**src/logic/mem_access_pkg.sv**
```systemverilog
// Memory access stage shared definitions
// Widths, peripheral boundary, RAM geometry and bus encodings
package mem_access_pkg;

	//====================
	// Datapath widths
	//====================

	// Word-wide data path only
	localparam int DATA_W = 32;
	localparam int ADDR_W = 32;

	//====================
	// Address map
	//====================

	// At or above this address goes to the peripheral bus
	localparam logic [ADDR_W-1:0] PERI_BASE = 32'h0000_8000;

	// Local data RAM, word indexed by address bits 9:2
	localparam int SRAM_DEPTH = 256;
	localparam int SRAM_AW    = 8;

	//====================
	// Peripheral bus encodings
	//====================

	// Transfer type, single transfers only
	typedef enum logic [1:0] {
		IDLE   = 2'b00,
		NONSEQ = 2'b10
	} htrans_e;

	// Transfer size, whole words only
	typedef enum logic [2:0] {
		WORD = 3'b010
	} hsize_e;

	// Burst type, no bursts issued
	typedef enum logic [2:0] {
		SINGLE = 3'b000
	} hburst_e;

	// Bus master states
	typedef enum logic {
		ST_IDLE   = 1'b0,
		ST_NONSEQ = 1'b1
	} peri_state_e;

endpackage : mem_access_pkg
```
**src/logic/peri_bus_master.sv**
```systemverilog
// Peripheral bus master
// Runs one single transfer on an AHB-like bus per start strobe,
// stalls until the slave answers, reports error responses
`timescale 1ns/10ps

module peri_bus_master import mem_access_pkg::*;
(
	input  logic                 clk,
	input  logic                 rst_n,
	// Request from the router
	input  logic                 i_start,
	input  logic                 i_write,
	input  logic [ADDR_W-1:0]    i_addr,
	input  logic [DATA_W-1:0]    i_wdata,
	// Status back to the router
	output logic                 o_busy,
	output logic                 o_done,
	output logic [DATA_W-1:0]    o_rdata,
	output logic                 o_dec_err,
	// Bus, master driven
	output logic [ADDR_W-1:0]    o_haddr,
	output htrans_e              o_htrans,
	output logic                 o_hwrite,
	output hsize_e               o_hsize,
	output hburst_e              o_hburst,
	output logic [DATA_W-1:0]    o_hwdata,
	// Bus, slave driven
	input  logic [DATA_W-1:0]    i_hrdata,
	input  logic                 i_hreadyout,
	input  logic                 i_hresp
);

	peri_state_e state;
	peri_state_e state_nxt;
	// Slave accepted the transfer this cycle
	logic        xfer_end;

	//====================
	// FSM
	//====================

	assign xfer_end = (state == ST_NONSEQ) & i_hreadyout;

	always_comb
	begin
		state_nxt = state;
		unique case (state)
			ST_IDLE:
			begin
				if (i_start)
					state_nxt = ST_NONSEQ;
			end
			ST_NONSEQ:
			begin
				// Hold NONSEQ through wait states
				if (i_hreadyout)
					state_nxt = ST_IDLE;
			end
		endcase
	end

	always_ff @(posedge clk or negedge rst_n)
	begin
		if (!rst_n)
			state <= ST_IDLE;
		else
			state <= state_nxt;
	end

	//====================
	// Request latch
	//====================

	// Direction latch, only loaded when idle
	always_ff @(posedge clk or negedge rst_n)
	begin
		if (!rst_n)
			o_hwrite <= 1'b0;
		else if ((state == ST_IDLE) && i_start)
			o_hwrite <= i_write;
	end

	// Address and data stay put while the slave waits
	always_ff @(posedge clk)
	begin
		if ((state == ST_IDLE) && i_start)
		begin
			o_haddr  <= i_addr;
			o_hwdata <= i_wdata;
		end
	end

	//====================
	// Completion
	//====================

	always_ff @(posedge clk or negedge rst_n)
	begin
		if (!rst_n)
		begin
			o_done    <= 1'b0;
			o_dec_err <= 1'b0;
		end
		else
		begin
			// One-cycle pulses, line up with busy falling
			o_done    <= xfer_end;
			o_dec_err <= xfer_end & i_hresp;
		end
	end

	// Zero data on an error response
	always_ff @(posedge clk)
	begin
		if (xfer_end)
			o_rdata <= i_hresp ? '0 : i_hrdata;
	end

	//====================
	// Bus outputs
	//====================

	assign o_busy   = (state == ST_NONSEQ);
	assign o_htrans = (state == ST_NONSEQ) ? NONSEQ : IDLE;
	// Single word transfers only
	assign o_hsize  = WORD;
	assign o_hburst = SINGLE;

endmodule : peri_bus_master

```
**config.mk**
```make
export PLATFORM = sky130hd
export DESIGN_NAME = peri_bus_master
export DESIGN_NICKNAME = d
export VERILOG_FILES = /design/src/logic/mem_access_pkg.sv /design/src/logic/peri_bus_master.sv
export SDC_FILE = /design/constraint.sdc
export NUM_CORES = 1
export LEC_CHECK = 0
export BUFFER_PORTS_ARGS = -buffer_cell sky130_fd_sc_hd__buf_2
export CELL_PAD_IN_SITES_DETAIL_PLACEMENT = 1
export CELL_PAD_IN_SITES_GLOBAL_PLACEMENT = 2
export CORE_AREA = 10 10 118 120
export CTS_CLUSTER_DIAMETER = 200
export CTS_CLUSTER_SIZE = 40
export DETAILED_ROUTE_END_ITERATION = 10
export DIE_AREA = 0 0 128 130
export HOLD_SLACK_MARGIN = 0.05
export PLACE_DENSITY = 0.81
export SKIP_LAST_GASP = 1
export SYNTH_ARGS = -nofsm -noshare
export SYNTH_HDL_FRONTEND = slang
export SYNTH_SLANG_ARGS = --single-unit
```
**constraint.sdc**
```tcl
create_clock -name clk -period 4.2 [get_ports clk]
set_input_delay 0.63 -clock clk [delete_from_list [all_inputs] [get_ports clk]]
set_output_delay 0.63 -clock clk [all_outputs]
set_load 0.02 [all_outputs]
```
* After elaboration in Yosys (flattened, before gate mapping) *
Index checks and enable logic that the tools add are counted.

cells by class
  muxes and demuxes = 4
  bitwise logic cells = 3
  reductions and logical operators = 1

operators with widths
  kind                                count
  1-bit bitwise AND                   2
  1-bit two-way mux                   2
  2-bit two-way mux                   1
  1-bit case mux with 2 select lines  1
  1-bit logical AND                   1
  1-bit NOT                           1

storage, ports and cells
  bits in registers = 100
  bits of input ports = 102
  output and inout bits = 108
  logic and storage cells = 15

* Depth between registers and ports, before layout *
Gate-level depths: netlist of the first run.

  depth in word-level cells = 2
  mapped depth = 2

* Least setup slack after synthesis of the first run *
OpenSTA, ideal clock, no wires.

  path kind = input-to-reg
  start point = input i_start
  end point = register o_hwrite
  library setup time = 0.126 ns
  arrival = 2.718 ns
  setup slack = 1.357 ns
  cell stages on the path = 2
  path through = nor2b_2 -> mux2_4

between the ends
  longest elaborated chain between the ends = 1

ends and longest elaborated chain
  element               line                   source
  start, declared       peri_bus_master.sv:11  input logic i_start,
  1-bit logical AND     peri_bus_master.sv:79  else if ((state == ST_IDLE) && i_start)
  end signal, assigned  peri_bus_master.sv:80  o_hwrite <= i_write;
  end, declared         peri_bus_master.sv:23  output logic o_hwrite,

Every way passes these cells.
A chain may end at the register's enable or synchronous reset.

* Final worst setup path of the first run *
  start point = register state, in the netlist o_busy
  end point = register o_hwdata[23] (enable)

between the ends
  longest elaborated chain between the ends = 2

ends and longest elaborated chain
  element                 line                   source
  start, declared         peri_bus_master.sv:33  peri_state_e state;
  start signal, assigned  peri_bus_master.sv:67  state <= state_nxt;
  1-bit NOT               peri_bus_master.sv:86  if ((state == ST_IDLE) && i_start)
  1-bit logical AND       peri_bus_master.sv:86
  end signal, assigned    peri_bus_master.sv:89  o_hwdata <= i_wdata;
  end, declared           peri_bus_master.sv:26  output logic [DATA_W-1:0] o_hwdata,

Every way passes these cells.

==> results of run 1 <==
==> sequential cells by signal, summed over array words and instances, names as in the netlist <==
signal and count:
o_dec_err 1, o_hwrite 1, o_haddr 32, o_hwdata 32, o_busy 1, o_done 1
o_rdata 32
==> how the worst max path moves through the flow <==
stage | endpoint | slack [ns] | depth (start not counted)
after floorplan | o_hwrite | 1.36 | 2
after global placement | o_hwdata[2] | 2.19 | 3
after detailed placement | o_haddr[28] | 2.14 | 3
after CTS | o_haddr[1] | 2.40 | 2
after global routing | o_haddr[22] | 2.31 | 2
final | o_hwdata[23] | 2.43 | 2
==> stage by stage <==
stage / total power, W / setup WS [ns] / area [µm²] / util / hold slack (ns)
final: 0.00231 / 2.43 / 4770 / 0.407 / 0.0922
after global routing: 0.00241 / 2.31 / 4770 / 0.407 / 0.0785
after CTS: 0.00235 / 2.40 / 4770 / 0.407 / 0.0783
after detailed placement: 0.00151 / 2.14 / 4470 / 0.382 / 0.445
after global placement: 0.00150 / 2.19 / 4470 / 0.382 / 0.440
after floorplan: 0.00138 / 1.36 / 3340 / - / 0.334
==> kinds of logic after synthesis <==
group / Yosys count
buf+inv: 12
simple gates: 35
other cells: 2
flops: 100
compound gates: 1
mux: 1
==> cells in the mapped netlist, drive strengths merged <==
cell type and instances:
conb 2, mux2 1, dfrtp 4, and2b 1, buf 11, nor2b 32, edfxtp 96, a21o 1
and2 1, and3 1, inv 1
==> where the power goes <==
group	total, W	switching [W]	internal [W]
Clock	0.000828	0.000361	0.000466
Sequential	0.00120	0.0000194	0.00118
Combinational	0.000277	0.000184	0.0000921
Total	0.00231	0.000565	0.00174
==> area by class of cell <==
type,instances,area [µm²],share of cell area
sequential,100,2980,0.626
timing repair buffer,203,1020,0.214
multi-input combinational,44,279,0.0585
clock buffer,9,225,0.0472
tap,147,184,0.0386
clock inverter,7,75.1,0.0157
inverter,1,3.75,0.000787
==> critical path, cell delays in order (launching register included) <==
cell and delay (ns):
dfrtp_1 0.44, nor2b_4 0.27, buf_4 0.64
==> metal layers <==
metal | up-vias | GRT usage | wire length (µm)
met5 | - | 0 | 18
met4 | 2 | 0.0397 | 119
met1 | 1002 | 0.115 | 3600
li1 | 955 | - | -
met2 | 148 | 0.177 | 4500
met3 | 12 | 0.0759 | 1550
==> results.cfg, run 1 <==
[grt]
grt_pass1_vias = 2334
grt_max_degree = 59
grt_overflow = 0
grt_pass1_wl_mm = 14.0
grt.total_usage = 0.111
antenna_found_initial = 1

[synth]
synth_area_leaders = edfxtp_1 87%, nor2b_1 5.8%, dfrtp_1 3.0%
syn_inst = 151
seq_area_frac_synth = 0.899
synth-compound-area-share = 0.00264
synth-simple-area-share = 0.0675
synthMuxAreaShare = 0.00452
yosys_warnings = 0
synth_top_area_frac = 0.868
ys_seq_elements = 100
synth_top_cell_by_area = edfxtp_1
synthAdderAreaFrac = 0
synth_xor_area_frac = 0
syn_area_um2 = 3320
synth_top_family_by_area = simple AND/OR/NAND/NOR gates
syn_area_per_cell_um2 = 22.0
yosysUniqueCellTypes = 13

[clocking]
numCtsBuffers = 9
cts_repair_resize_count = 0
tritoncts = yes
post-cts-setup-buffers = 0
htreeDepth = 3
cts.sinks = 100
cts_root_buf = clkbuf_16
cts.clk_slew.worst_paths_ns = 0.07
hold_buffers = 0
clockBufferDepth = 2
insertion_delay_ns = 0.33

[detailed_routing]
drtIter0Drc = 81
via_count = 2119
drc = 0
wl_per_cell_um = 19.2
wl_mm = 9.79
via_per_inst = 4.15
drtAntennaViolNets = 0
drt_first_pass_iters = 4

[worst_setup_path]
r2r_cells = 2
reg2reg_slack_ns = 2.43
r2r_start = o_busy
required_ns = 4.16
r2r_end = o_hwdata[23]
critPathLaunch = o_busy
crit_path_end_kind = register
crit_fanout = 58
arrival_ns = 1.73
cp-start-kind = register
crit_type = register to register

[cells_and_area]
layout.nets = 461
antenna_cells = 0
n_fill_cell = 1247
syn_to_final_growth_pct = 43.6
layout_common_cells = 202 x buf_2, 96 x edfxtp_1, 31 x nor2b_1, 9 x clkbuf_16, 7 x conb_1
layout_commonest_cell = buf_2
instances_no_fill = 511
layout-drive-gt1-share = 0.610

[power_and_ir_drop]
peakVddDrop_v = 0.000166
p_per_area_nw_per_um2 = 484
leakagePower_nw = 2.04

[timing]
finalSetupViolations = 0
fin_skew_ns = 0.00340
tns_ns = 0
rsz0062_at_grt = false
slew_violations = 0
worst_pin_slew_ns = 0.766
hold_viol_final = 0
fin_crit_sh = 0.421
fin_crit_ns = 1.77
max_freq_mhz = 565
slew_headroom = 0.489

[placement]
dpl.hpwl_mm = 7.87
io_buffers = 202
placed_cells = 495
gp_congestion = 0.787

[floorplanning]
start_util = 0.283
top_level_ports = 210
rows = 40
die_y_um = 130
die_area_um2 = 16600
die_x_um = 128
core-area_um2 = 11700

[job]
maxCapViolCount = 0

[min_path]
hold_path_class = input port to async pin

[status]
status = complete, no violations
Power figures use the tool's default switching activity.
==> run 2: changes to the inputs <==
--- a/config.mk
+++ b/config.mk
@@ -8,13 +8,13 @@
 export BUFFER_PORTS_ARGS = -buffer_cell sky130_fd_sc_hd__buf_2
 export CELL_PAD_IN_SITES_DETAIL_PLACEMENT = 1
 export CELL_PAD_IN_SITES_GLOBAL_PLACEMENT = 2
-export CORE_AREA = 10 10 118 120
+export CORE_AREA = 10 10 129 131
 export CTS_CLUSTER_DIAMETER = 200
 export CTS_CLUSTER_SIZE = 40
 export DETAILED_ROUTE_END_ITERATION = 10
-export DIE_AREA = 0 0 128 130
+export DIE_AREA = 0 0 139 141
 export HOLD_SLACK_MARGIN = 0.05
-export PLACE_DENSITY = 0.81
+export PLACE_DENSITY = 0.71
 export SKIP_LAST_GASP = 1
 export SYNTH_ARGS = -nofsm -noshare
 export SYNTH_HDL_FRONTEND = slang
==> constraint.sdc (replaced) <==
create_clock -name clk -period 1.6 [get_ports clk]
set_input_delay 0.24 -clock clk [delete_from_list [all_inputs] [get_ports clk]]
set_output_delay 0.24 -clock clk [all_outputs]
set_load 0.02 [all_outputs]
==> run 2 against run 1 <==
Effect of this change: via count up 4.7%; sequential cell count unchanged; maximum frequency up 33%; clock skew up 0.0026 ns; die area up 18%; clock power rose to 2.6 times the previous value; highest routed layer unchanged; cell count up 11%; sequential share of layout area down 3.2 points; final area up 5.4%; global-route usage down 1.3 points; sequential power rose to 2.6 times the previous value; utilization down 5.3 points.
==> results.cfg, run 2 (same netlist as run 1, synthesis figures left out) <==
[status]
status = complete, no violations

[detailed_routing]
via_per_inst = 3.91
wl_per_cell_um = 17.8
via_count = 2218
drt_first_pass_iters = 4
drc = 0
wl_mm = 10.1
drtAntennaViolNets = 0
drtIter0Drc = 82

[worst_setup_path]
r2r_end = o_haddr[5]
r2r_start = o_busy
crit_path_end_kind = register
reg2reg_slack_ns = 0.27
crit_type = register to register
r2r_cells = 2
required_ns = 1.60
arrival_ns = 1.33
cp-start-kind = register
crit_fanout = 64

[timing]
fin_crit_ns = 1.33
fin_crit_sh = 0.831
hold_viol_final = 0
slew_violations = 0
tns_ns = 0
rsz0062_at_grt = false
fin_skew_ns = 0.00600
max_freq_mhz = 752
finalSetupViolations = 0

[power_and_ir_drop]
combinationalPowerShare = 0.127
peakVddDrop_v = 0.000406
leakagePower_nw = 2.12
p_clk_frac = 0.358
p_int_w = 0.00462
seqPwrFrac = 0.515
p_sw_frac = 0.247
p_switching_w = 0.00151
p_per_area_nw_per_um2 = 1220

[min_path]
worstHoldStart = i_addr[19]
min_path_cells = 1
hold_end = o_haddr[19]
hold_path_class = input port to register

[clocking]
hold_buffers = 10
tritoncts = yes
cts.sinks = 100
cts_repair_resize_count = 0
cts.clk_slew.worst_paths_ns = 0.07
post-cts-setup-buffers = 0
clockBufferDepth = 2
insertion_delay_ns = 0.34
numCtsBuffers = 9
htreeDepth = 3
cts_root_buf = clkbuf_16

[floorplanning]
start_util = 0.234
core-area_um2 = 14200
die_y_um = 141
die_x_um = 139
top_level_ports = 210
die_area_um2 = 19600
rows = 44

[grt]
grt_pass1_wl_mm = 14.9
grt.total_usage = 0.0985
grt_max_degree = 65
antenna_found_initial = 1
grt_overflow = 0
grt_pass1_vias = 2465

[placement]
place_area_um2 = 4560
gp_congestion = 0.810
placed_cells = 534
io_buffers = 202
dpl.hpwl_mm = 7.94

[cells_and_area]
layout.nets = 480
n_fill_cell = 1551
utilization = 0.354
layout_commonest_cell = buf_2
instances_no_fill = 567
top_regs = o_haddr x32, o_hwdata x32, o_rdata x32
syn_to_final_growth_pct = 51.4
layout_common_cells = 202 x buf_2, 96 x edfxtp_1, 31 x nor2b_1, 17 x dlygate4sd3_1, 9 x clkbuf_16
final_cell_area_um2 = 5030
antenna_cells = 0
layout-drive-gt1-share = 0.587

[job]
maxCapViolCount = 0
## run 2: cell count changes in the layout (fill, tap and decap cells not counted), sizes merged
cell	previous run	this run
dlygate4sd3	0	17
buf	203	205
clkinv	3	1
clkbuf	9	10
clkinvlp	1	2
## run 2: power by group through the flow
stage	combinational [W]	sequential [W]	clock, W
after floorplan	0.000162	0.00345	0
after global placement	0.000749	0.00321	0
after detailed placement	0.000768	0.00322	0
after CTS	0.000789	0.00316	0.00229
after global routing	0.000845	0.00318	0.00240
final	0.000781	0.00316	0.00219
## run 2: cell type report
class | count | area [µm²] | share of cell area
Clock buffer | 10 | 229 | 0.0456
Clock inverter | 6 | 71.3 | 0.0142
Inverter | 1 | 3.75 | 0.000747
Multi-Input combinational cell | 44 | 279 | 0.0555
Sequential cell | 100 | 2980 | 0.594
Tap cell | 184 | 230 | 0.0458
Timing Repair Buffer | 222 | 1230 | 0.244
## run 2: worst max-delay path by stage
stage,slack (ns),to,start,cells after the start
after floorplan,-0.38,o_hwrite,o_busy,2
after global placement,0.31,o_haddr[27],o_busy,2
after detailed placement,0.27,o_haddr[6],o_busy,2
after CTS,0.26,o_hwdata[5],o_busy,2
after global routing,0.22,o_hwdata[5],o_busy,2
final,0.27,o_haddr[5],o_busy,2
## run 2: through the flow
stage / total power (W) / hold slack [ns] / setup slack [ns]
after floorplan: 0.00362 / -0.0556 / -0.381
after global placement: 0.00396 / 0.0503 / 0.309
after detailed placement: 0.00399 / 0.0526 / 0.272
after CTS: 0.00624 / 0.0502 / 0.263
after global routing: 0.00642 / 0.0449 / 0.215
final: 0.00613 / 0.0734 / 0.270
## run 2: per-layer routing
metal  vias up  global-route usage  wire (µm)
met4         2              0.0286         66
met2       156               0.147       4580
met1      1058               0.112       4050
met5         -                   0          9
met3         8              0.0675       1360
li1        994                   -          -
## run 2: worst max-delay path, stage by stage (launching register included)
cell	delay, ns
dfrtp_2	0.45
nor2b_4	0.18
buf_12	0.31
