File: src/logic/mem_access_pkg.sv
// Memory access stage shared definitions
// Widths, peripheral boundary, RAM geometry and bus encodings
package mem_access_pkg;

	//====================
	// Datapath widths
	//====================

	// Word-wide data path only
	localparam int DATA_W = 32;
	localparam int ADDR_W = 32;

	//====================
	// Address map
	//====================

	// At or above this address goes to the peripheral bus
	localparam logic [ADDR_W-1:0] PERI_BASE = 32'h0000_8000;

	// Local data RAM, word indexed by address bits 9:2
	localparam int SRAM_DEPTH = 256;
	localparam int SRAM_AW    = 8;

	//====================
	// Peripheral bus encodings
	//====================

	// Transfer type, single transfers only
	typedef enum logic [1:0] {
		IDLE   = 2'b00,
		NONSEQ = 2'b10
	} htrans_e;

	// Transfer size, whole words only
	typedef enum logic [2:0] {
		WORD = 3'b010
	} hsize_e;

	// Burst type, no bursts issued
	typedef enum logic [2:0] {
		SINGLE = 3'b000
	} hburst_e;

	// Bus master states
	typedef enum logic {
		ST_IDLE   = 1'b0,
		ST_NONSEQ = 1'b1
	} peri_state_e;

endpackage : mem_access_pkg
File: src/logic/mem_access_router.sv
// Memory stage request router
// Steers each accepted request to the data RAM or the peripheral master
// and merges both read returns onto one valid/data pair
`timescale 1ns/10ps

module mem_access_router import mem_access_pkg::*;
(
	input  logic                 clk,
	input  logic                 rst_n,
	// Requester side
	input  logic                 i_req,
	input  logic                 i_write,
	input  logic [ADDR_W-1:0]    i_addr,
	input  logic [DATA_W-1:0]    i_wdata,
	// Data RAM side
	input  logic [DATA_W-1:0]    i_sram_rdata,
	output logic                 o_sram_en,
	output logic                 o_sram_we,
	output logic [SRAM_AW-1:0]   o_sram_idx,
	output logic [DATA_W-1:0]    o_sram_wdata,
	// Peripheral master side
	input  logic                 i_peri_busy,
	input  logic                 i_peri_done,
	input  logic [DATA_W-1:0]    i_peri_rdata,
	output logic                 o_peri_start,
	output logic                 o_peri_write,
	output logic [ADDR_W-1:0]    o_peri_addr,
	output logic [DATA_W-1:0]    o_peri_wdata,
	// Read return and stall
	output logic                 o_rvalid,
	output logic [DATA_W-1:0]    o_rdata,
	output logic                 o_busy
);

	logic accept;
	logic addr_is_peri;
	// RAM read issued last cycle
	logic sram_rd_q;
	// Outstanding peripheral access is a read
	logic peri_rd_q;

	//====================
	// Accept and decode
	//====================

	// Requests during a peripheral stall are dropped
	assign accept       = i_req & ~i_peri_busy;
	assign addr_is_peri = (i_addr >= PERI_BASE);

	// RAM port, word index from bits 9:2
	assign o_sram_en    = accept & ~addr_is_peri;
	assign o_sram_we    = i_write;
	assign o_sram_idx   = i_addr[SRAM_AW+1:2];
	assign o_sram_wdata = i_wdata;

	// Peripheral start strobe with its payload
	assign o_peri_start = accept & addr_is_peri;
	assign o_peri_write = i_write;
	assign o_peri_addr  = i_addr;
	assign o_peri_wdata = i_wdata;

	//====================
	// Read return
	//====================

	always_ff @(posedge clk or negedge rst_n)
	begin
		if (!rst_n)
		begin
			sram_rd_q <= 1'b0;
			peri_rd_q <= 1'b0;
		end
		else
		begin
			// RAM word comes back one cycle after the read
			sram_rd_q <= o_sram_en & ~i_write;
			// Direction kept for the whole peripheral access
			if (o_peri_start)
				peri_rd_q <= ~i_write;
		end
	end

	// Never both at once, peripheral access blocks new requests
	assign o_rvalid = sram_rd_q | (i_peri_done & peri_rd_q);
	assign o_rdata  = sram_rd_q ? i_sram_rdata : i_peri_rdata;

	// Stall follows the master
	assign o_busy = i_peri_busy;

endmodule : mem_access_router

File: config.mk
export PLATFORM = sky130hd
export DESIGN_NAME = mem_access_router
export DESIGN_NICKNAME = d
export VERILOG_FILES = /design/src/logic/mem_access_pkg.sv /design/src/logic/mem_access_router.sv
export SDC_FILE = /design/constraint.sdc
export NUM_CORES = 1
export LEC_CHECK = 0
export BUFFER_PORTS_ARGS = -buffer_cell sky130_fd_sc_hd__clkbuf_2
export CORE_AREA = 2 2 106 108
export CTS_CLUSTER_SIZE = 25
export DETAILED_ROUTE_END_ITERATION = 8
export DIE_AREA = 0 0 108 110
export GPL_TIMING_DRIVEN = 0
export PLACE_DENSITY_LB_ADDON = 0.08
export SKIP_CTS_REPAIR_TIMING = 1
export SLEW_MARGIN = 0
export SYNTH_ARGS = -nofsm -noshare
export SYNTH_HDL_FRONTEND = slang
export SYNTH_SLANG_ARGS = --single-unit
File: constraint.sdc
create_clock -name clk -period 1.1 [get_ports clk]
set_clock_uncertainty 0.1 [all_clocks]
set_input_delay 0 -clock clk [delete_from_list [all_inputs] [get_ports clk]]
set_output_delay 0 -clock clk [all_outputs]
set_load 0.05 [all_outputs]
Yosys cells after proc, flatten, opt, wreduce, memory -nomap -nowiden
Cells that the tools add are included.
- register bits after elaboration: 2
- bits in latches: 0
- RAM bits: 0
- bits in read-only memories: 0
- input bits: 134
- output and inout bits: 142
- logic and storage cells: 13
- memories: 0
- add/sub/neg operators: 0
- $mul: 0
- divide/modulo/power cells: 0
- magnitude comparators: 1
- equality and inequality tests: 0
- shifts and indexed selects: 0
- muxes and demuxes: 1
- bitwise gates (word level): 9
- reductions and logical operators: 0
- operator list (operator ; number):
    greater-or-equal comparator 32 x 16 -> 1 bit (second input constant) ; 1
    2-to-1 mux 32 bit ; 1
    AND 1 bit ; 5
    inverter 1 bit ; 3
    OR 1 bit ; 1

Depth between registers and ports, before layout
Gate-level depths: netlist of the first run.
- word-level depth: 4
- depth in mapped cells: 4
- depth with buffers taken out: 4

Worst setup path after synthesis of the first run
Ideal clock, no wire load.
- path type: input -> output
- start point: input i_addr[31]
- end point: output o_sram_en
- arrival time: 1.270 ns
- data required time: 1.000 ns
- path slack: -0.270 ns
- cell stages on the path: 4
- path buffers: 0
- cells stage by stage: nor4_1 nand3_1 or2_1 nor2_1
- longest elaborated chain between the ends: 3
- ends and longest elaborated chain (element ; RTL line ; RTL):
    from (decl) ; mem_access_router.sv:13 ; input logic [ADDR_W-1:0] i_addr,
    greater-or-equal comparator 32 x 16 -> 1 bit ; mem_access_router.sv:48 ; assign addr_is_peri = (i_addr >= PERI_BASE);
    inverter 1 bit ; mem_access_router.sv:51 ; assign o_sram_en = accept & ~addr_is_peri;
    AND 1 bit ; mem_access_router.sv:51 ;
    to (decl) ; mem_access_router.sv:17 ; output logic o_sram_en,
No other way between the ends.

Final worst setup path of the first run
- start point: register sram_rd_q
- end point: output o_rdata[22]
- longest elaborated chain between the ends: 1
- ends and longest elaborated chain (element ; RTL line ; RTL):
    from (decl) ; mem_access_router.sv:38 ; logic sram_rd_q;
    from (signal assigned) ; mem_access_router.sv:76 ; sram_rd_q <= o_sram_en & ~i_write;
    2-to-1 mux 32 bit ; mem_access_router.sv:85 ; assign o_rdata = sram_rd_q ? i_sram_rdata : i_peri_rdata;
    to (decl) ; mem_access_router.sv:31 ; output logic [DATA_W-1:0] o_rdata,
No other way between the ends.

==> flow_summary.toml, run 1 <==
[run_status]
outcome = "finished with violations"
violations = "negative setup slack"

[grt]
antenna_found_initial = 0
grt_pass1_wl_um = 6530
grt_overflow = 0
first_global_vias = 1404
grt_max_degree = 11
grt.total_usage_pct = 6.91

[detailed_routing]
drc = 0
dr.pass1.iters = 3
vias = 1808
drt-met1-wl_um = 1590
drt_wl_total_um = 5510
met2_length_um = 3340
met3RoutedLength_um = 580
drt_iter0_drc = 25
dr.max_layer_used = "met3"
antenna_left = 0
via_per_inst = 3.36
wire_per_inst_um = 10.2

[pwr]
irDropWorstVdd_uv = 256
leakage_nw = 1.89
intPower_w = 0.00100
clkPwrFrac_pct = 12.4
seqPwrFrac_pct = 3.6
pwr-share-comb_pct = 83.9
switchingPower_w = 0.00128
p_per_area_nw_per_um2 = 722
swShare_pct = 56.1
total_power_w = 0.00229

[clock_network]
cts.reportedPaths.clkPinSlew_ps = 30
cts_root_buf = "clkbuf_8"
clockBufferDepth = 2
htreeDepth = 1
worstSkewPairLatency_ps = 210
cts_tree = "built"
clock_sinks = 2
cts_buffers = 3

[layout]
final_cell_mix = "clkbuf_2, buf_4, buf_6"
fill_cells = 1170
design_area_um2 = 3170
fin_nets = 534
seqCellArea_um2 = 50.0
multiInputGateArea_um2 = 613
drive_gt1_share_pct = 96.7
area_growth_pct = 138
final_common_cell = "clkbuf_2"
insertedDiodeCount = 0

[die]
fp.dieH_um = 110
rows = 38
io_pins = 276
die_w_um = 108
initial_core_util_pct = 12.5
coreArea_um2 = 10700
die_area_um2 = 11900

[synthesis]
synth_top_area_cell = "buf_4"
syn_inst = 162
synth_seq_cells = 2
yosys-top-cells-area = "buf_4, mux2_2, dfrtp_1, buf_2, nor4_1"
ys_warn_count = 0
synth.cell_area_um2 = 1330
yosysTopAreaCellShare_pct = 60.2
ys_seq_area_share_pct = 3.75
synth.distinct_cells = 16
avgSynthCellArea_um2 = 8.23
syn_nets = 296

[worst_setup_path]
crit_required_ps = 1000
cp.arrival_ps = 1320
worstSetupEndpointType = "output pin"
startpoint_type = "flop"
crit_fanout = 10
critical_path_class = "flop to output pin"

[place]
dpl-instance-area_um2 = 2800
port_buffers = 228
dp_hpwl_um = 5050
gp_congestion = 0.646

[timing]
rsz0062_at_grt = "true"
period_needed_ps = 1420
finalSetupViolCount = 34
relSlewSlack_pct = 80.4
worst_pin_slew_ps = 295
layout_setup_ws_ps = -324
hold_viol = 0
layout_worst_path_cycle_share_pct = 129
final-max-slew-violation-count = 0
finalSetupTns_ps = -10140
max_freq_mhz = 702

[flow_run]
max_cap_viol_count = 0

[worst_hold_path]
hold_class = "primary input to asynchronous set/reset pin"
## metrics by stage
stage	std cells	hold slack, ps	utilization, %	setup WS [ps]
2_1_floorplan	162	-396	-	-7.83
3_3_place_gp	530	-312	26.1	-245
3_5_place_dp	530	-310	26.1	-260
4_1_cts	533	-533	26.5	-450
5_1_grt	538	29.3	29.6	-363
6_report	538	31.3	29.6	-324
## sequential cells by signal, summed over array words and instances (netlist names)
register,flops
peri_rd_q,1
sram_rd_q,1
## worst max-delay path: stages (launching register included)
cell and delay (ps):
dfrtp_1 360, buf_6 140, buf_12 150, mux2_4 310, buf_6 160
## final timing paths
check | from | to | slack (ps) | cells after the start
setup / recovery | sram_rd_q | o_rdata[22] | -320 | 4
hold / removal | rst_n | sram_rd_q | 30 | 2
setup reg to reg | peri_rd_q | peri_rd_q | 380 | 2
hold reg to reg | peri_rd_q | peri_rd_q | 450 | 2
max in group asynchronous | rst_n | peri_rd_q | 770 | 2
min in group clk | i_req | sram_rd_q | 50 | 3
## synth_stat cells
library cell and n:
or2_1 1, nor2_1 2, nand3_1 1, o21ai_2 1, nor3_1 1, nand2b_1 1
buf_4 107, mux2_2 32, nor3_2 1, mux2i_1 1, nor4_1 3, dfrtp_1 2
a21o_1 1, nand2_1 1, buf_2 4, inv_1 3
## area by class of cell
| cell class | instances | share of cell area (%) |
|---|---|---|
| inverter | 3 | 0.355 |
| clock buffer | 3 | 1.30 |
| multi-input combinational | 46 | 19.4 |
| tap | 140 | 5.53 |
| buffer | 111 | 27.6 |
| sequential | 2 | 1.58 |
| timing repair buffer | 233 | 44.3 |
## power by group through the flow
| stage | Clock (W) | Sequential (W) | Combinational [W] |
|---|---|---|---|
| floorplan | 0 | 0.0000825 | 0.00141 |
| global placement | 0 | 0.0000838 | 0.00181 |
| detailed placement | 0 | 0.0000842 | 0.00181 |
| CTS | 0.000298 | 0.0000834 | 0.00181 |
| global route | 0.000304 | 0.0000839 | 0.00200 |
| finish | 0.000285 | 0.0000830 | 0.00192 |
## routing by layer
| metal | track usage [%] | up-vias |
|---|---|---|
| met5 | 0 | - |
| met1 | 6.34 | 792 |
| met2 | 15.3 | 124 |
| li1 | - | 892 |
| met4 | 0.549 | 0 |
| met3 | 1.82 | 0 |
## kinds of logic after synthesis
family | Yosys count | synth area share (%)
compound gates | 2 | 1.22
flops | 2 | 3.75
buf+inv | 114 | 62.6
simple gates | 11 | 4.69
mux | 33 | 27.8
Note: power is estimated with default switching activity, not from simulation.
==> run 2, diff against run 1 <==
--- a/config.mk
+++ b/config.mk
@@ -12,7 +12,6 @@
 export DIE_AREA = 0 0 108 110
 export GPL_TIMING_DRIVEN = 0
 export PLACE_DENSITY_LB_ADDON = 0.08
-export SKIP_CTS_REPAIR_TIMING = 1
 export SLEW_MARGIN = 0
 export SYNTH_ARGS = -nofsm -noshare
 export SYNTH_HDL_FRONTEND = slang
==> run 2 against run 1 <==
The run still ends with negative setup slack left. Largest power group unchanged. Total power rose by 3.7%. Critical path type unchanged. Die area did not move. Critical endpoint unchanged. Final cell count rose by 0.19%.
==> flow_summary.toml, run 2 (synthesis gave the netlist of run 1 again) <==
[run_status]
outcome = "finished with violations"
violations = "negative setup slack"

[worst_setup_path]
critical_path_class = "flop to output pin"
worst-path-stages = 4
critPathTopFamily = "buffers and inverters"
slowest_delay_ps = 380
cp.arrival_ps = 1370
worstSetupEndpointType = "output pin"
crit_fanout = 6
startpoint_type = "flop"
crit_chain = "buf_12 > buf_12 > mux2_4 > clkbuf_16"
worst-path-buf-inv = 3
rr_worst_depth = 2
critPathMostFrequentCell = "buf_12"
slowest_stage = "dfrtp_1"
crit_required_ps = 1000

[pwr]
irDropWorstVdd_uv = 259
leakage_nw = 1.99
p_per_area_nw_per_um2 = 695

[place]
post-place-cells = 530
pre_cts_ws_ps = -260
gp_congestion = 0.646
dp_hpwl_um = 5050
port_buffers = 228

[timing]
layout_worst_path_cycle_share_pct = 134
hold_viol = 0
final-max-slew-violation-count = 0
relSlewSlack_pct = 80.4
finalSetupTns_ps = -11430
max_freq_mhz = 680
worst_pin_slew_ps = 295
holdWs_ps = 31.9
rsz0062_at_grt = "true"
finalSetupViolCount = 34
layout_setup_ws_ps = -370
period_needed_ps = 1470

[layout]
drive_gt1_share_pct = 96.7
final_common_cell = "clkbuf_2"
area_growth_pct = 156
final_cells = 539
fin_nets = 535
fill_cells = 1132
final_cell_mix = "clkbuf_2, buf_4, mux2_4"
insertedDiodeCount = 0
reg.largest.list = "peri_rd_q x1, sram_rd_q x1"

[detailed_routing]
vias = 1819
via_per_inst = 3.37
drt_iter0_drc = 23
wire_per_inst_um = 10.5
antenna_left = 0
drt_wl_total_um = 5660
dr.pass1.iters = 2
drc = 0

[grt]
antenna_found_initial = 0
grt_max_degree = 11
grt_pass1_wl_um = 7100
first_global_vias = 1542
grt.total_usage_pct = 7.47
grt_overflow = 0

[clock_network]
cts_tree = "built"
cts_buffers = 3
worstSkewPairLatency_ps = 210
clock_sinks = 2
cts.reportedPaths.clkPinSlew_ps = 30
htreeDepth = 1
cts_root_buf = "clkbuf_8"
clockBufferDepth = 2

[die]
fp.dieH_um = 110
die_w_um = 108
initial_core_util_pct = 12.5
rows = 38
io_pins = 276
coreArea_um2 = 10700
die_area_um2 = 11900

[flow_run]
max_cap_viol_count = 0

[worst_hold_path]
hold_class = "primary input to asynchronous set/reset pin"
-- run 2: cell types whose count changed in the layout (fill, tap and decap cells not counted), moves of 2 or more --
| cell | change |
|---|---|
| mux2_4 | +2 |
| clkbuf_16 | +6 |
| mux2_2 | -2 |
| buf_6 | -35 |
| buf_4 | -2 |
| buf_8 | +29 |
-- run 2: metal layers --
metal  wire length (µm)  global-route usage [%]  vias to the layer above  share of wire [%]
met4                  0                   0.549                        0                  0
met3                591                    1.82                        0                 10
met2               3430                    16.8                      122                 61
met5                  0                       0                        -                  0
li1                   -                       -                      895                  -
met1               1640                    6.84                      802                 29
-- run 2: worst register-to-register path, delay by kind of cell (launching register included) --
family   cells  cell delay (ps)
buf+inv      1               70
flops        1              370
mux          1               60
-- run 2: through the flow --
step	instance area [µm²]	power [W]	utilization, %
3_5_place_dp	2800	0.00189	26.1
3_3_place_gp	2800	0.00190	26.1
5_1_grt	3410	0.00247	31.9
6_report	3410	0.00237	31.9
2_1_floorplan	1480	0.00149	-
4_1_cts	3310	0.00235	31.0
-- run 2: repair_timing --
item                                    4_1_cts  5_1_grt
pin swaps                                     2        3
setup buffers                                 2        0
hold buffers                                  2        0
gates resized for setup                      88       35
endpoints found under the hold margin         4        0
cloned                                        1        1
endpoints found under the setup margin       35       36
-- run 2: path summary, 6_finish.rpt --
kind | startpoint | endpoint | slack, ps
min reg2reg | peri_rd_q | peri_rd_q | 450
max in group asynchronous | rst_n | peri_rd_q | 770
min | rst_n | sram_rd_q | 30
max reg2reg | peri_rd_q | peri_rd_q | 380
min in group clk | i_req | sram_rd_q | 50
max | sram_rd_q | o_rdata[22] | -370
-- run 2: where the power goes --
part | switching [W] | internal (W) | total, W
Combinational | 0.00124 | 0.000762 | 0.00200
Clock | 0.0000538 | 0.000231 | 0.000285
Sequential | 0.00000330 | 0.0000797 | 0.0000830
-- run 2: layout make-up --
class                      count  area (µm²)  share of cell area, %
sequential                     2        50.0                   1.47
buffer                       111         883                   25.9
clock buffer                   3        41.3                   1.21
tap                          140         175                   5.13
timing repair buffer         234        1630                   47.8
multi-input combinational     46         621                   18.2
inverter                       3        11.3                  0.330
==> run 3, diff against run 2 <==
--- a/config.mk
+++ b/config.mk
@@ -5,11 +5,12 @@
 export SDC_FILE = /design/constraint.sdc
 export NUM_CORES = 1
 export LEC_CHECK = 0
-export BUFFER_PORTS_ARGS = -buffer_cell sky130_fd_sc_hd__clkbuf_2
-export CORE_AREA = 2 2 106 108
+export ABC_AREA = 1
+export BUFFER_PORTS_ARGS = -buffer_cell sky130_fd_sc_hd__buf_4
+export CORE_AREA = 2 2 107 109
 export CTS_CLUSTER_SIZE = 25
 export DETAILED_ROUTE_END_ITERATION = 8
-export DIE_AREA = 0 0 108 110
+export DIE_AREA = 0 0 109 111
 export GPL_TIMING_DRIVEN = 0
 export PLACE_DENSITY_LB_ADDON = 0.08
 export SLEW_MARGIN = 0
==> run 3 against run 2 <==
The run still ends with negative setup slack left. Sequential share of layout area is 0.14 points lower. Total power rose by 18%. Worst setup slack improved by 160 ps. Final cell count rose by 15%. Routed wire length grew 13%. Synthesized cell count is 48% higher. Die area increased by 1.8%. First-iteration DRC count increased by 120%. Largest cell class unchanged. Largest power group unchanged. Highest routed layer is now met4.
==> flow_summary.toml, run 3 <==
[run_status]
outcome = "finished with violations"
violations = "negative setup slack"

[timing]
period_needed_ps = 1310
layout_worst_path_cycle_share_pct = 119
rsz0062_at_grt = "true"
hold_viol = 0
final-max-slew-violation-count = 0
finalSetupTns_ps = -6260
relSlewSlack_pct = 83.7
max_freq_mhz = 764
worst_pin_slew_ps = 243
holdWs_ps = 15.2
finalSetupViolCount = 33
layout_setup_ws_ps = -209

[synthesis]
yosysTopAreaCellShare_pct = 58.9
ys.flop_type = "dfrtp_1"
synth_top_area_cell = "buf_4"
synthMuxAreaShare_pct = 0
synth_edf_count = 0
syn_inst = 240
synth.distinct_cells = 11
synth_seq_cells = 2
synth.cell_area_um2 = 1360
yosys.cell_count.top_type = "buf_4"
synth_common_cells = "buf_4, nand2_1, nor2_1"
ys_seq_area_share_pct = 3.67
yosys-top-cells-area = "buf_4, nand2_1, dfrtp_1, nor2_1, buf_2"
synthAdderAreaFrac_pct = 0
synth_compound_area_share_pct = 0
synth_top_family_by_area = "buffers and inverters"
avgSynthCellArea_um2 = 5.68
syn_nets = 374
synth_xor_area_share_pct = 0
async_flop_share_pct = 100
yosys.area_share.simple_pct = 33.7
ys_warn_count = 0

[worst_setup_path]
cp.arrival_ps = 1210
critPathCapture = "o_rdata[14]"
reg2reg_from = "peri_rd_q"
rr_worst_depth = 2
critical_path_class = "flop to output pin"
startpoint_type = "flop"
r2r-end = "peri_rd_q"
crit_required_ps = 1000
r2r_slack_ps = 390
crit_fanout = 10
critPathLaunch = "sram_rd_q"
worstSetupEndpointType = "output pin"

[place]
dpl-instance-area_um2 = 3450
gp_congestion = 0.705
dp_hpwl_um = 5760
port_buffers = 228

[layout]
fin_nets = 611
drive_gt1_share_pct = 82.5
final_cell_mix = "buf_4, nand2_1, buf_8"
final_core_utilization_pct = 34.9
final_common_cell = "buf_4"
insertedDiodeCount = 0
design_area_um2 = 3870
reg.largest.list = "peri_rd_q x1, sram_rd_q x1"
fill_cells = 1172
area_growth_pct = 184

[detailed_routing]
wire_per_inst_um = 10.4
drc = 0
drt_iter0_drc = 51
antenna_left = 0
drt_wl_total_um = 6420
via_per_inst = 3.46
dr.pass1.iters = 4
vias = 2137

[clock_network]
clock_sinks = 2
clockBufferDepth = 2
cts_tree = "built"
cts_root_buf = "clkbuf_16"
htreeDepth = 1
cts.reportedPaths.clkPinSlew_ps = 30
cts_buffers = 3
worstSkewPairLatency_ps = 220

[pwr]
p_per_area_nw_per_um2 = 725
total_power_w = 0.00281
irDropWorstVdd_uv = 477
leakage_nw = 2.17

[die]
fp.dieH_um = 111
rows = 39
die_area_um2 = 12100
coreArea_um2 = 11100
initial_core_util_pct = 12.3
io_pins = 276
die_w_um = 109

[grt]
grt_overflow = 0
grt_pass1_wl_um = 9200
first_global_vias = 2067
antenna_found_initial = 0
grt_max_degree = 11
grt.total_usage_pct = 9.51

[flow_run]
max_cap_viol_count = 0

[worst_hold_path]
hold_class = "primary input to asynchronous set/reset pin"
[run 3: changes by cell type after synthesis, moves of 2 or more]
| cell | previous run | this run |
|---|---|---|
| nor4_1 | 3 | 0 |
| nand2_1 | 1 | 104 |
| inv_1 | 3 | 5 |
| clkbuf_1 | 0 | 2 |
| nor2_1 | 2 | 10 |
| mux2_2 | 32 | 0 |
[run 3: worst min path at each step]
stage	slack, ps	to	start
2_1_floorplan	-400	peri_rd_q	rst_n
3_3_place_gp	-320	sram_rd_q	rst_n
3_5_place_dp	-310	sram_rd_q	rst_n
4_1_cts	20	peri_rd_q	rst_n
5_1_grt	10	peri_rd_q	rst_n
6_report	20	peri_rd_q	rst_n
[run 3: final cells by class]
cell class | count | area (µm²) | share of cell area, %
Tap cell | 143 | 179 | 4.62
Sequential cell | 2 | 51.3 | 1.33
Timing Repair Buffer | 233 | 1990 | 51.5
Inverter | 5 | 23.8 | 0.614
Buffer | 113 | 871 | 22.5
Clock buffer | 3 | 75.1 | 1.94
Multi-Input combinational cell | 119 | 677 | 17.5
[run 3: cells by family (layout without fill, tap and decap cells)]
| logic type | Yosys count | in the layout |
|---|---|---|
| flops | 2 | 2 |
| buf+inv | 119 | 354 |
| simple gates | 119 | 119 |
[run 3: per-layer routing]
| layer | global-route usage, % | vias up | routed length, µm |
|---|---|---|---|
| met2 | 20.2 | 142 | 3670 |
| met3 | 2.47 | 4 | 763 |
| li1 | - | 1077 | - |
| met5 | 0 | - | 0 |
| met4 | 2.39 | 0 | 68 |
| met1 | 8.33 | 914 | 1910 |
[run 3: critical path, stage by stage, from the launching register on]
cell and delay [ps]:
dfrtp_2 430, clkinv_4 110, buf_8 150, nand2_1 100, nand2_4 50, buf_8 140
[run 3: where the power goes]
group          leakage (nW)  total [W]  switching, W  internal (W)
clock network        0.0370   0.000540     0.0000778      0.000462
logic                  2.11    0.00218       0.00127      0.000912
registers            0.0247  0.0000822    0.00000338     0.0000788
total                  2.17    0.00281       0.00135       0.00145
[run 3: per-stage QoR]
stage	setup slack [ps]	cells
3_3_place_gp	-356	611
3_5_place_dp	-348	611
2_1_floorplan	-21.5	240
4_1_cts	-247	618
6_report	-209	618
5_1_grt	-290	618
[run 3: timing repair]
action / 4_1_cts / 5_1_grt
setup endpoints to repair: 33 / 35
hold buffers: 3 / 0
endpoints found under the hold margin: 4 / 0
gates resized for setup: 70 / 21
pin swaps: 0 / 3
buffers inserted: 2 / 0
